[src/logic/soc_pkg.sv]
package soc_pkg;

  // bus side widths
  typedef logic [31:0] bus_addr_t;   // byte address from the master
  typedef logic [31:0] bus_data_t;   // read / write data word
  typedef logic [3:0]  byte_en_t;    // one enable per byte lane

  // decode fields cut out of bus_addr_t
  typedef logic [15:0] page_t;       // address[31:16], picks the region
  typedef logic [13:0] word_addr_t;  // address[15:2], word offset in region

  // interrupt and hid payloads
  typedef logic [31:0] irq_vec_t;    // pending bits
  typedef logic [31:0] hid_frame_t;  // serial shift word

  // address map, one 64 KB page per region
  localparam page_t PAGE_SRAM = 16'h0200;
  localparam page_t PAGE_IRQ  = 16'h0202;
  localparam page_t PAGE_HID  = 16'h0207;

  // pending bit positions
  // bits 0 and 1 stay reserved (no timer / uart here)
  localparam int IRQ_HID   = 2;
  localparam int IRQ_AUDIO = 3;

  // hid frame layout
  // low bits are payload, parity sits above them at bit 28
  localparam int HID_PARITY_BITS = 25;  // bits covered by the xor
  localparam int HID_PARITY_POS  = 28;  // expected parity bit

endpackage

[src/logic/irq_ctrl.sv]
`timescale 1ns/1ps

module irq_ctrl
  import soc_pkg::*;
(
  input  logic      clk,
  input  logic      reset_n,
  input  logic      irq_clear,
  input  bus_data_t writedata,
  input  logic      hid_strobe_pulse,
  input  logic      audio_req,
  output bus_data_t irq_readdata,
  output logic      irq_req
);

  irq_vec_t pending;
  irq_vec_t set_mask;    // sources firing this cycle
  irq_vec_t clr_mask;    // write-one-to-clear bits
  logic     audio_req_d; // last audio level
  logic     audio_rise;

  // audio is a square level, only its rising edge counts
  assign audio_rise = audio_req & ~audio_req_d;

  always_comb begin
    set_mask = '0;
    set_mask[IRQ_HID]   = hid_strobe_pulse;  // already a single pulse
    set_mask[IRQ_AUDIO] = audio_rise;
  end

  assign clr_mask = irq_clear ? irq_vec_t'(writedata) : '0;

  always_ff @(posedge clk or negedge reset_n) begin
    if (!reset_n) begin
      pending     <= '0;
      audio_req_d <= 1'b0;
    end else begin
      audio_req_d <= audio_req;
      pending     <= (pending & ~clr_mask) | set_mask;  // new set beats clear
    end
  end

  assign irq_readdata = bus_data_t'(pending);
  assign irq_req      = |pending;  // any pending bit

endmodule

[config.mk]
export PLATFORM = sky130hd
export DESIGN_NAME = irq_ctrl
export DESIGN_NICKNAME = d
export VERILOG_FILES = /design/src/logic/soc_pkg.sv /design/src/logic/irq_ctrl.sv
export SDC_FILE = /design/constraint.sdc
export NUM_CORES = 1
export LEC_CHECK = 0
export BUFFER_PORTS_ARGS = -buffer_cell sky130_fd_sc_hd__clkbuf_2
export CAP_MARGIN = 30
export CORE_ASPECT_RATIO = 0.6
export CORE_MARGIN = 4
export CORE_UTILIZATION = 45
export CTS_BUF_LIST = sky130_fd_sc_hd__clkbuf_2
export DETAILED_ROUTE_END_ITERATION = 10
export GPL_TIMING_DRIVEN = 0
export PLACE_DENSITY = 0.83
export SYNTH_ARGS = -nofsm -noshare
export SYNTH_HDL_FRONTEND = slang
export SYNTH_SLANG_ARGS = --single-unit
[constraint.sdc]
create_clock -name clk -period 2.95 [get_ports clk]
set_input_delay 0.1475 -clock clk [delete_from_list [all_inputs] [get_ports clk]]
set_output_delay 0.1475 -clock clk [all_outputs]
set_load 0.01 [all_outputs]
Word-level counts from Yosys, hierarchy flattened --
Index checks and enable logic that the tools add are counted.
Storage, ports and cells: bits in registers 33, bits of input ports 37, output and inout bits 33, logic and storage cells 9
Operators by class: muxes and demuxes 1, bitwise operators 5, reduce and logical (&&, ||, !) cells 1
Operator list (count):
- $and A32 B32 Y32 | 1
- $mux W32 | 1
- $not A32 Y32 | 1
- $or A32 B4 Y32 | 1
- $reduce_or A32 Y1 | 1
- $and A1 B1 Y1 | 1
- $not A1 Y1 | 1

Depth between registers and ports, before layout --
Gate-level depths: netlist of the first run.
depth after elaboration 4, mapped depth 3, mapped depth without buffers 3

Least setup slack after synthesis of the first run --
OpenSTA, ideal clock, no wires.
kind reg-to-output, start point reg pending[4], in the netlist irq_readdata[4], end point out irq_req, arrival 1.031 ns, slack 1.772 ns, stages on the path, launching flop included 4, path buffers 0, path through dfrtp_1 nor4_1 nand4_1 or2_1
Between the ends: word-level cells in the longest chain between the ends 1
Ends and longest elaborated chain:
- start, declared | line irq_ctrl.sv:16 | irq_vec_t pending;
- start signal, assigned | line irq_ctrl.sv:39 | pending <= (pending & ~clr_mask) | set_mask;
- $reduce_or A32 Y1 | line irq_ctrl.sv:44 | assign irq_req = |pending;
- end, declared | line irq_ctrl.sv:13 | output logic irq_req
No other way between the ends.

Worst setup path after layout of the first run --
Ends and elaborated chain as after synthesis.

==> results.txt, run 1 <==
final non-filler cell area - 1920 um2
Leakage - 1.04 nW
worst-margin pin slew - 0.797 ns
Initial Utilization - 50.7%
setup_tns - 0 ns
Multi-input gate area - 328 um2
largest net degree at the start of global routing - 34
Mapped Cells - 83
Final nets - 229
Yosys top cell area share - 70.5%
Setup crit end kind - primary output
Net Sw Frac - 23.4%
WS Path Type - reg2out
area taken by flip-flops and latches - 826 um2
top area cells in the synthesized netlist - dfrtp_1 71%, a21boi_1 15%, a21boi_0 3.8%
crit path from - irq_readdata[4]$_DFF_PN0_
Reg clk slew, reported paths - 0.15 ns
Post-Syn Nets - 120
Final Skew - 0.0000346 ns
largest family of logic cells by synthesized area - compound AO/OA/AOI/OAI gates
buffers added on ports - 69
top cells by count, synth - 33 x dfrtp_1, 23 x a21boi_1, 7 x nor4_1
NetSw - 0.172 mW
final setup violating endpoints - 0
# diodes - 0
DRT Wirelength - 3510 um
count leader, synth - dfrtp_1
iteration-0 DRC count of the detailed router - 53
CP Launch Type - flop
status - finished clean
Die X - 73.9 um
clock network fraction of design power - 25.9%
CTS tree - yes
Slowest-stage cell, CP - dfrtp_1
pwr dens - 383 nW/um2
layout overhead on the synthesized area - 63.8%
share of synthesized flip-flops with an asynchronous set or reset - 100%
VDD IR-drop max - 0.000259 V
Num CTS Buffers - 5
DR DRC count - 0
Placed Area - 1550 um2
Synth Area in Adders - 0%
Synth Flop Type - dfrtp_1
CTS HTree Levels - 2
post-detailed-route count of antenna-violating nets - 0
Die Span Y - 47.5 um
Critical Path AT - 1.68 ns
fin crit period - 1.83 ns
Final HPWL DP - 2210 um
Yosys reg bits - 33
ratio of final minimum period to clock period - 62.0%
DR vias - 1094
number of iterations in the first detailed-routing pass - 4
FMAX - 547 MHz
Core Region - 2310 um2
Synth Area in Compound Gates - 20.6%
worst-path cell chain - nor4_1 -> nand4_1 -> or2_1 -> clkbuf_2
mux cell area share after synthesis - 0%
Hold Crit Class - in2reg
global-route wire length before repair - 5410 um
fin. max-slew vios - 0
CP max stage delay - 0.43 ns
Top Ports - 70
area leader, netlist - dfrtp_1
Power Internal - 0.562 mW
slew margin rel. - 46.9%
Clock Path Buffers - 2
Clock Sinks - 33
CP required - 2.80 ns
XOR/XNOR Fraction of Synth Area - 0%
maxcap violations - 0
Tot GR Track Use - 21.5%
combinational group share of total power - 11.7%
Sequential Power Share - 62.4%
drt wl/cell - 15.8 um
initial antenna violation count - 0
GP Congestion - 0.778
FF-to-FF Start - irq_readdata[8]$_DFF_PN0_
Overall Power - 0.734 mW
Worst-Skew Late Latency - 0.33 ns
EDFF count, synth - 0
Site Rows - 13
Yosys Warn Count - 0
Fill cells - 142
Synth Area in Simple Gates - 7.37%
worst hold path startpoint - writedata[2]
vias in the first global route - 1148
Syn Area/Cell - 14.1 um2
Via density - 4.93
synth unique cells - 14
RSZ-0062 raised after global routing - false
global route overflow - 0
crit path max fanout - 3
Seq/Total Area, Yosys - 70.5%
final hold violation count - 0
Synth Cell Area - 1170 um2
share of cells above drive strength 1 - 41.1%
full die area - 3510 um2
Root Driver - clkbuf_2
CTS resizes - 0
## flip-flops by register name, summed over array words and instances (netlist names)
name and count:
irq_readdata 32, audio_req_d 1
## metal layers
layer,track usage (%),part of all wire [%],wire (um),vias to the layer above
met5,0,0,0,-
met4,6.50,0.54,19,0
met3,7.76,9.2,323,2
met2,38.4,49,1730,50
met1,25.1,41,1430,525
li1,-,-,-,517
## final timing paths
| check | to | slack [ns] | cells after the start |
|---|---|---|---|
| setup / recovery | irq_req | 1.12 | 4 |
| hold reg to reg | irq_readdata[3]$_DFF_PN0_ | 0.43 | 1 |
| hold / removal | irq_readdata[2]$_DFF_PN0_ | 0.06 | 3 |
| setup reg to reg | irq_readdata[8]$_DFF_PN0_ | 2.23 | 1 |
| min in group asynchronous | irq_readdata[25]$_DFF_PN0_ | 0.41 | 2 |
| max in group asynchronous | irq_readdata[3]$_DFF_PN0_ | 2.03 | 2 |
## stage by stage
stage | setup WS [ns] | util, % | hold WS, ns | std cells
after CTS | 1.05 | 83.0 | 0.0209 | 222
after global routing | 0.983 | 83.0 | 0.0482 | 222
after detailed placement | 1.49 | 67.3 | 0.271 | 182
final | 1.12 | 83.0 | 0.0565 | 222
after floorplan | 1.77 | - | -0.148 | 83
after global placement | 1.53 | 67.3 | 0.254 | 182
## critical path, delay by kind of cell, from the launching register on
family	cells	cell delay (ns)
flops	1	0.43
buf+inv	1	0.13
simple gates	3	0.79
## cells in the final DEF, fill, tap and decap left out
| master | n |
|---|---|
| clkbuf_1 | 1 |
| or2_1 | 1 |
| nor4_1 | 7 |
| nor4_2 | 1 |
| dlygate4sd3_1 | 33 |
| a21boi_0 | 6 |
| o21ai_0 | 1 |
| clkinv_1 | 1 |
| dfrtp_1 | 33 |
| a21boi_2 | 1 |
| inv_1 | 1 |
| nand4_1 | 2 |
| a21o_1 | 1 |
| nand2_1 | 3 |
| a21boi_1 | 23 |
| clkbuf_2 | 75 |
| buf_2 | 2 |
## power by group through the flow
stage          combinational [mW]  sequential, mW  clock (mW)
2_1_floorplan              0.0103           0.467           0
3_3_place_gp               0.0493           0.466           0
3_5_place_dp               0.0507           0.466           0
4_1_cts                    0.0850           0.458       0.199
5_1_grt                    0.0948           0.458       0.216
6_report                   0.0862           0.458       0.190
## logic make-up after synthesis
family / after synthesis
DFF: 33
AOI/OAI and AO/OA: 32
and+or+nand+nor: 14
buffers and inverters: 4
## area by class of cell
| cell class | instances | share of cell area, % |
|---|---|---|
| Timing Repair Buffer | 102 | 35.2 |
| Sequential cell | 33 | 43.1 |
| Buffer | 3 | 0.718 |
| Inverter | 1 | 0.196 |
| Multi-Input combinational cell | 46 | 17.1 |
| Clock buffer | 6 | 1.57 |
| Clock inverter | 1 | 0.196 |
| Tap cell | 30 | 1.96 |
## timing repair
action | CTS | global route
endpoints found under the hold margin | 65 | 0
setup buffers | 0 | 0
hold buffers | 33 | 0
No activity file was read; power rests on OpenSTA's default activity.
==> inputs of run 2 (changes only) <==
--- a/config.mk
+++ b/config.mk
@@ -5,6 +5,7 @@
 export SDC_FILE = /design/constraint.sdc
 export NUM_CORES = 1
 export LEC_CHECK = 0
+export ABC_AREA = 1
 export BUFFER_PORTS_ARGS = -buffer_cell sky130_fd_sc_hd__clkbuf_2
 export CAP_MARGIN = 30
 export CORE_ASPECT_RATIO = 0.6
@@ -13,7 +14,7 @@
 export CTS_BUF_LIST = sky130_fd_sc_hd__clkbuf_2
 export DETAILED_ROUTE_END_ITERATION = 10
 export GPL_TIMING_DRIVEN = 0
-export PLACE_DENSITY = 0.83
+export PLACE_DENSITY = 0.81
 export SYNTH_ARGS = -nofsm -noshare
 export SYNTH_HDL_FRONTEND = slang
 export SYNTH_SLANG_ARGS = --single-unit
==> constraint.sdc (replaced) <==
create_clock -name clk -period 1.7 [get_ports clk]
set_input_delay 0.085 -clock clk [delete_from_list [all_inputs] [get_ports clk]]
set_output_delay 0.085 -clock clk [all_outputs]
set_load 0.01 [all_outputs]
==> run 2 against run 1 <==
Clock power up 97%. Worst setup slack worse by 0.89 ns. Wire length up 3.6%. Cell area up 5.2%. Synthesized area up 6.1%. Combinational power up 80%. Cell count up 21%. Die area up 5.2%. Count of clock-buffer cells in the layout up 2. Sequential share of layout area down 2.1 points. Critical endpoint unchanged. Largest power group unchanged.
==> results.txt, run 2 <==
status - finished clean
Syn Area/Cell - 9.94 um2
post-detailed-route count of antenna-violating nets - 0
final hold violation count - 0
Yosys Warn Count - 0
max FFs per register - 32
Leakage - 1.17 nW
Clock Path Buffers - 2
full die area - 3690 um2
buffers added on ports - 69
Synth Flop Type - dfrtp_1
number of iterations in the first detailed-routing pass - 4
CP required - 1.62 ns
largest net degree at the start of global routing - 34
Core Region - 2570 um2
global-route wire length before repair - 5690 um
maxcap violations - 0
R2R Path End - irq_readdata[2]$_DFF_PN0_
Initial Utilization - 48.3%
Fill cells - 164
worst hold path startpoint - irq_clear
CP most frequent cell - nand2_1
Site Rows - 14
share of cells above drive strength 1 - 33.8%
Placed Area - 1630 um2
count leader, synth - dfrtp_1
iteration-0 DRC count of the detailed router - 41
initial antenna violation count - 0
DR vias - 1230
hold path cells - 4
worst-path cell chain - inv_1 -> nand2_1 -> nor2_1 -> nand2_1 -> nor2_1 -> nand2_1 -> clkbuf_2
vias in the first global route - 1283
met1 Use GR - 24.6%
WS Path Type - reg2out
fin util - 78.4%
Hold Crit Class - in2reg
area leader, netlist - dfrtp_1
GR Util met3 - 6.61%
Yosys reg bits - 33
slew margin rel. - 47.5%
most frequent cells in the layout - 77 x clkbuf_2, 35 x dlygate4sd3_1, 33 x dfrtp_1
CP Launch Type - flop
Top Ports - 70
Post-Syn Nets - 162
Reg clk slew, reported paths - 0.16 ns
Setup WS post-layout - 0.231 ns
Seq/Total Area, Yosys - 66.5%
Setup WS pre-CTS - 0.661 ns
Final nets - 273
crit path max fanout - 2
Synth Cell Area - 1240 um2
EDFF count, synth - 0
setup_tns - 0 ns
Slowest-stage cell, CP - dfrtp_1
CTS HTree Levels - 2
Critical Path AT - 1.38 ns
FMAX - 681 MHz
Tot GR Track Use - 20.5%
FF-to-FF Start - irq_readdata[2]$_DFF_PN0_
final setup violating endpoints - 0
Final Skew - 0.0000161 ns
most common cell after layout, fill and taps aside - clkbuf_2
Num CTS Buffers - 5
CTS tree - yes
CTS resizes - 0
GP Congestion - 0.783
flop-to-flop setup slack - 0.44 ns
Setup crit end kind - primary output
global route overflow - 0
worst-margin pin slew - 0.788 ns
Die X - 75.8 um
Worst-Skew Late Latency - 0.36 ns
top cells by count, synth - 33 x dfrtp_1, 25 x inv_1, 24 x a21oi_1
share of synthesized flip-flops with an asynchronous set or reset - 100%
R2R depth - 2
layout overhead on the synthesized area - 62.4%
GR Layer Usage met2 - 34.7%
Yosys top cell area share - 66.5%
fin. max-slew vios - 0
DR DRC count - 0
fin crit period - 1.47 ns
Overall Power - 1.32 mW
final non-filler cell area - 2020 um2
drt wl/cell - 13.5 um
Mapped Cells - 125
CP max stage delay - 0.42 ns
Die Span Y - 48.7 um
Final HPWL DP - 2280 um
pwr dens - 656 nW/um2
DRT Wirelength - 3630 um
Via density - 4.57
synth unique cells - 10
Hold Path End - irq_readdata[3]$_DFF_PN0_
RSZ-0062 raised after global routing - false
Clock Sinks - 33
GR peak layer - met2
VDD IR-drop max - 0.000493 V
top area cells in the synthesized netlist - dfrtp_1 66%, a21oi_1 9.7%, inv_1 7.6%
ratio of final minimum period to clock period - 86.4%
# diodes - 0
Root Driver - clkbuf_2
[run 2: cell types whose count changed after synthesis, moves of 2 or more]
cell      before  now
inv_1          1   25
nand2_1        3   19
nor4_1         7    0
buf_4          0    3
buf_2          2    0
a21oi_1        0   24
a21boi_0       6    0
a21boi_1      23    6
nor2_1         0   12
[run 2: worst max-delay path by stage]
| stage | startpoint | endpoint | slack, ns | cells past startpoint |
|---|---|---|---|---|
| after global routing | irq_readdata[20]$_DFF_PN0_ | irq_req | 0.07 | 7 |
| after detailed placement | irq_readdata[18]$_DFF_PN0_ | irq_req | 0.66 | 7 |
| after CTS | irq_readdata[25]$_DFF_PN0_ | irq_req | 0.22 | 7 |
| final | irq_readdata[20]$_DFF_PN0_ | irq_req | 0.23 | 7 |
| after global placement | irq_readdata[29]$_DFF_PN0_ | irq_req | 0.66 | 7 |
| after floorplan | irq_readdata[28]$_DFF_PN0_ | irq_req | 0.79 | 6 |
[run 2: layout make-up]
cell class / count / area, um2 / area share [%]
Sequential cell: 33 / 826 / 40.9
Buffer: 3 / 22.5 / 1.12
Multi-Input combinational cell: 64 / 300 / 14.9
Tap cell: 32 / 40.0 / 1.98
Clock buffer: 8 / 40.0 / 1.98
Inverter: 25 / 93.8 / 4.65
Timing Repair Buffer: 104 / 696 / 34.5
[run 2: what timing repair did]
item                       in CTS  in global routing
hold endpoints to repair       66                  0
setup endpoints to repair       0                  0
hold buffers                   35                  0
buffers inserted                0                  0
[run 2: stage by stage]
step,hold slack (ns),std cells
2_1_floorplan,-0.211,125
3_3_place_gp,0.191,226
3_5_place_dp,0.211,226
4_1_cts,0.0227,269
5_1_grt,0.0547,269
6_report,0.0400,269
[run 2: metal layers]
metal,vias to the layer above,share of wire (%)
met4,0,0.85
li1,608,-
met3,5,9.6
met2,55,48
met5,-,0
met1,562,41
[run 2: where the power goes]
group / internal [mW] / switching, mW / total, mW
clock: 0.121 / 0.253 / 0.374
combinational: 0.0940 / 0.0614 / 0.155
sequential: 0.791 / 0.00415 / 0.795
total: 1.01 / 0.318 / 1.32
[run 2: kinds of logic after synthesis]
group | Yosys count | synth area share (%)
AOI/OAI and AO/OA | 32 | 14.3
buffers and inverters | 28 | 9.37
DFF | 33 | 66.5
and+or+nand+nor | 32 | 9.87
[run 2: worst max-delay path, delay by kind of cell (launching register included)]
kind	cells	cell delay, ns
buffers and inverters	2	0.21
flip-flops	1	0.42
AND/OR/NAND/NOR	5	0.39
==> inputs of run 3 (changes only) <==
--- a/config.mk
+++ b/config.mk
@@ -9,12 +9,11 @@
 export BUFFER_PORTS_ARGS = -buffer_cell sky130_fd_sc_hd__clkbuf_2
 export CAP_MARGIN = 30
 export CORE_ASPECT_RATIO = 0.6
-export CORE_MARGIN = 4
-export CORE_UTILIZATION = 45
+export CORE_UTILIZATION = 40
 export CTS_BUF_LIST = sky130_fd_sc_hd__clkbuf_2
 export DETAILED_ROUTE_END_ITERATION = 10
 export GPL_TIMING_DRIVEN = 0
-export PLACE_DENSITY = 0.81
+export PLACE_DENSITY = 0.76
 export SYNTH_ARGS = -nofsm -noshare
 export SYNTH_HDL_FRONTEND = slang
 export SYNTH_SLANG_ARGS = --single-unit
==> constraint.sdc (replaced) <==
create_clock -name clk -period 1.2 [get_ports clk]
set_input_delay 0.06 -clock clk [delete_from_list [all_inputs] [get_ports clk]]
set_output_delay 0.06 -clock clk [all_outputs]
set_load 0.01 [all_outputs]
==> run 3 against run 2 <==
The run now ends with negative setup slack left. Sequential power rose by 42%. Cell area rose by 1.1%. Global-route usage barely moved.
==> results.txt, run 3 (same netlist as run 2, synthesis figures left out) <==
Post-Place Cells - 236
worst-margin pin slew - 0.799 ns
number of iterations in the first detailed-routing pass - 4
DRT Wirelength - 3190 um
Top Ports - 70
slew margin rel. - 46.7%
fin. max-slew vios - 0
initial antenna violation count - 0
# diodes - 0
full die area - 3340 um2
largest net degree at the start of global routing - 34
buffers added on ports - 69
layout overhead on the synthesized area - 64.1%
Worst-Skew Late Latency - 0.33 ns
Core Region - 2910 um2
Hold Crit Class - in2reg
iteration-0 DRC count of the detailed router - 73
pwr dens - 886 nW/um2
Critical Path AT - 1.35 ns
final setup violating endpoints - 1
Die X - 74.0 um
CP required - 1.14 ns
vias in the first global route - 1110
final hold violation count - 0
fin crit period - 1.41 ns
GP Congestion - 0.738
global-route wire length before repair - 4830 um
CP Launch Type - flop
most frequent cells in the layout - 74 x clkbuf_2, 35 x dlygate4sd3_1, 33 x dfrtp_1
RSZ-0062 raised after global routing - true
most common cell after layout, fill and taps aside - clkbuf_2
crit path max fanout - 2
Die Span Y - 45.2 um
FMAX - 709 MHz
setup_tns - -0.210 ns
VDD IR-drop max - 0.000675 V
Num CTS Buffers - 5
global route overflow - 0
status - finished, violations left
DR vias - 1212
Final Skew - 0.0000314 ns
ratio of final minimum period to clock period - 117%
Root Driver - clkbuf_2
Setup WS pre-CTS - 0.184 ns
Tot GR Track Use - 20.5%
Initial Utilization - 42.7%
Leakage - 1.17 nW
WS Path Type - reg2out
Via density - 4.33
Setup crit end kind - primary output
DR DRC count - 0
share of cells above drive strength 1 - 34.0%
Final HPWL DP - 2010 um
fin cells - 280
maxcap violations - 0
Final nets - 275
Clock Sinks - 33
drt wl/cell - 11.4 um
Reg clk slew, reported paths - 0.16 ns
Setup WS post-layout - -0.210 ns
Clock Path Buffers - 2
failing checks - negative setup slack
CTS tree - yes
Site Rows - 15
CTS HTree Levels - 2
max FFs per register - 32
post-detailed-route count of antenna-violating nets - 0
## run 3: metal layers
| metal | global-route usage, % | vias up | wire [um] |
|---|---|---|---|
| li1 | - | 612 | - |
| met1 | 26.7 | 536 | 1480 |
| met2 | 30.7 | 55 | 1400 |
| met3 | 7.81 | 9 | 247 |
| met4 | 9.23 | 0 | 64 |
| met5 | 0 | - | 0 |
## run 3: critical path, stage by stage, from the launching register on
cell and delay, ns:
dfrtp_1 0.43, inv_2 0.06, nand2_1 0.04, nor2_1 0.12, nand2_1 0.07, nor2_1 0.10, nand2_1 0.06, buf_2 0.13
## run 3: where the power goes
part | total [mW] | internal (mW) | switching [mW] | leakage (nW)
Clock | 0.464 | 0.136 | 0.327 | 0.0265
Combinational | 0.218 | 0.133 | 0.0853 | 0.694
Sequential | 1.13 | 1.12 | 0.00569 | 0.452
Total | 1.81 | 1.39 | 0.418 | 1.17
## run 3: path summary, 6_finish.rpt
check | slack [ns] | startpoint | cells after the start | end
setup / recovery | -0.21 | irq_readdata[28]$_DFF_PN0_ | 7 | irq_req
hold / removal | 0.04 | irq_clear | 3 | irq_readdata[2]$_DFF_PN0_
setup reg to reg | 0.48 | irq_readdata[28]$_DFF_PN0_ | 3 | irq_readdata[28]$_DFF_PN0_
hold reg to reg | 0.45 | audio_req_d$_DFF_PN0_ | 1 | irq_readdata[3]$_DFF_PN0_
max in group asynchronous | 0.38 | reset_n | 2 | irq_readdata[29]$_DFF_PN0_
min in group asynchronous | 0.31 | reset_n | 2 | irq_readdata[21]$_DFF_PN0_
## run 3: stage by stage
stage / util, % / hold slack (ns) / cell area (um2) / total power, mW
after floorplan: - / -0.236 / 1240 / 1.18
after global placement: 56.4 / 0.174 / 1640 / 1.27
after detailed placement: 56.4 / 0.178 / 1640 / 1.27
after CTS: 70.1 / 0.0171 / 2040 / 1.83
after global routing: 70.1 / 0.00394 / 2040 / 1.91
final: 70.1 / 0.0351 / 2040 / 1.81
## run 3: layout make-up
class / instances / area, um2
Multi-Input combinational cell: 64 / 300
Inverter: 25 / 93.8
Buffer: 3 / 22.5
Clock buffer: 6 / 30.0
Fill cell: 218 / 870
Sequential cell: 33 / 826
Timing Repair Buffer: 106 / 711
Tap cell: 42 / 52.6
Clock inverter: 1 / 3.75
## run 3: timing repair
action                                 CTS  global route
pin swaps                                3             5
endpoints found under the hold margin   66             0
setup endpoints to repair                1             1
hold buffers                            35             0
resized for setup                        0             2
setup buffers                            2             0
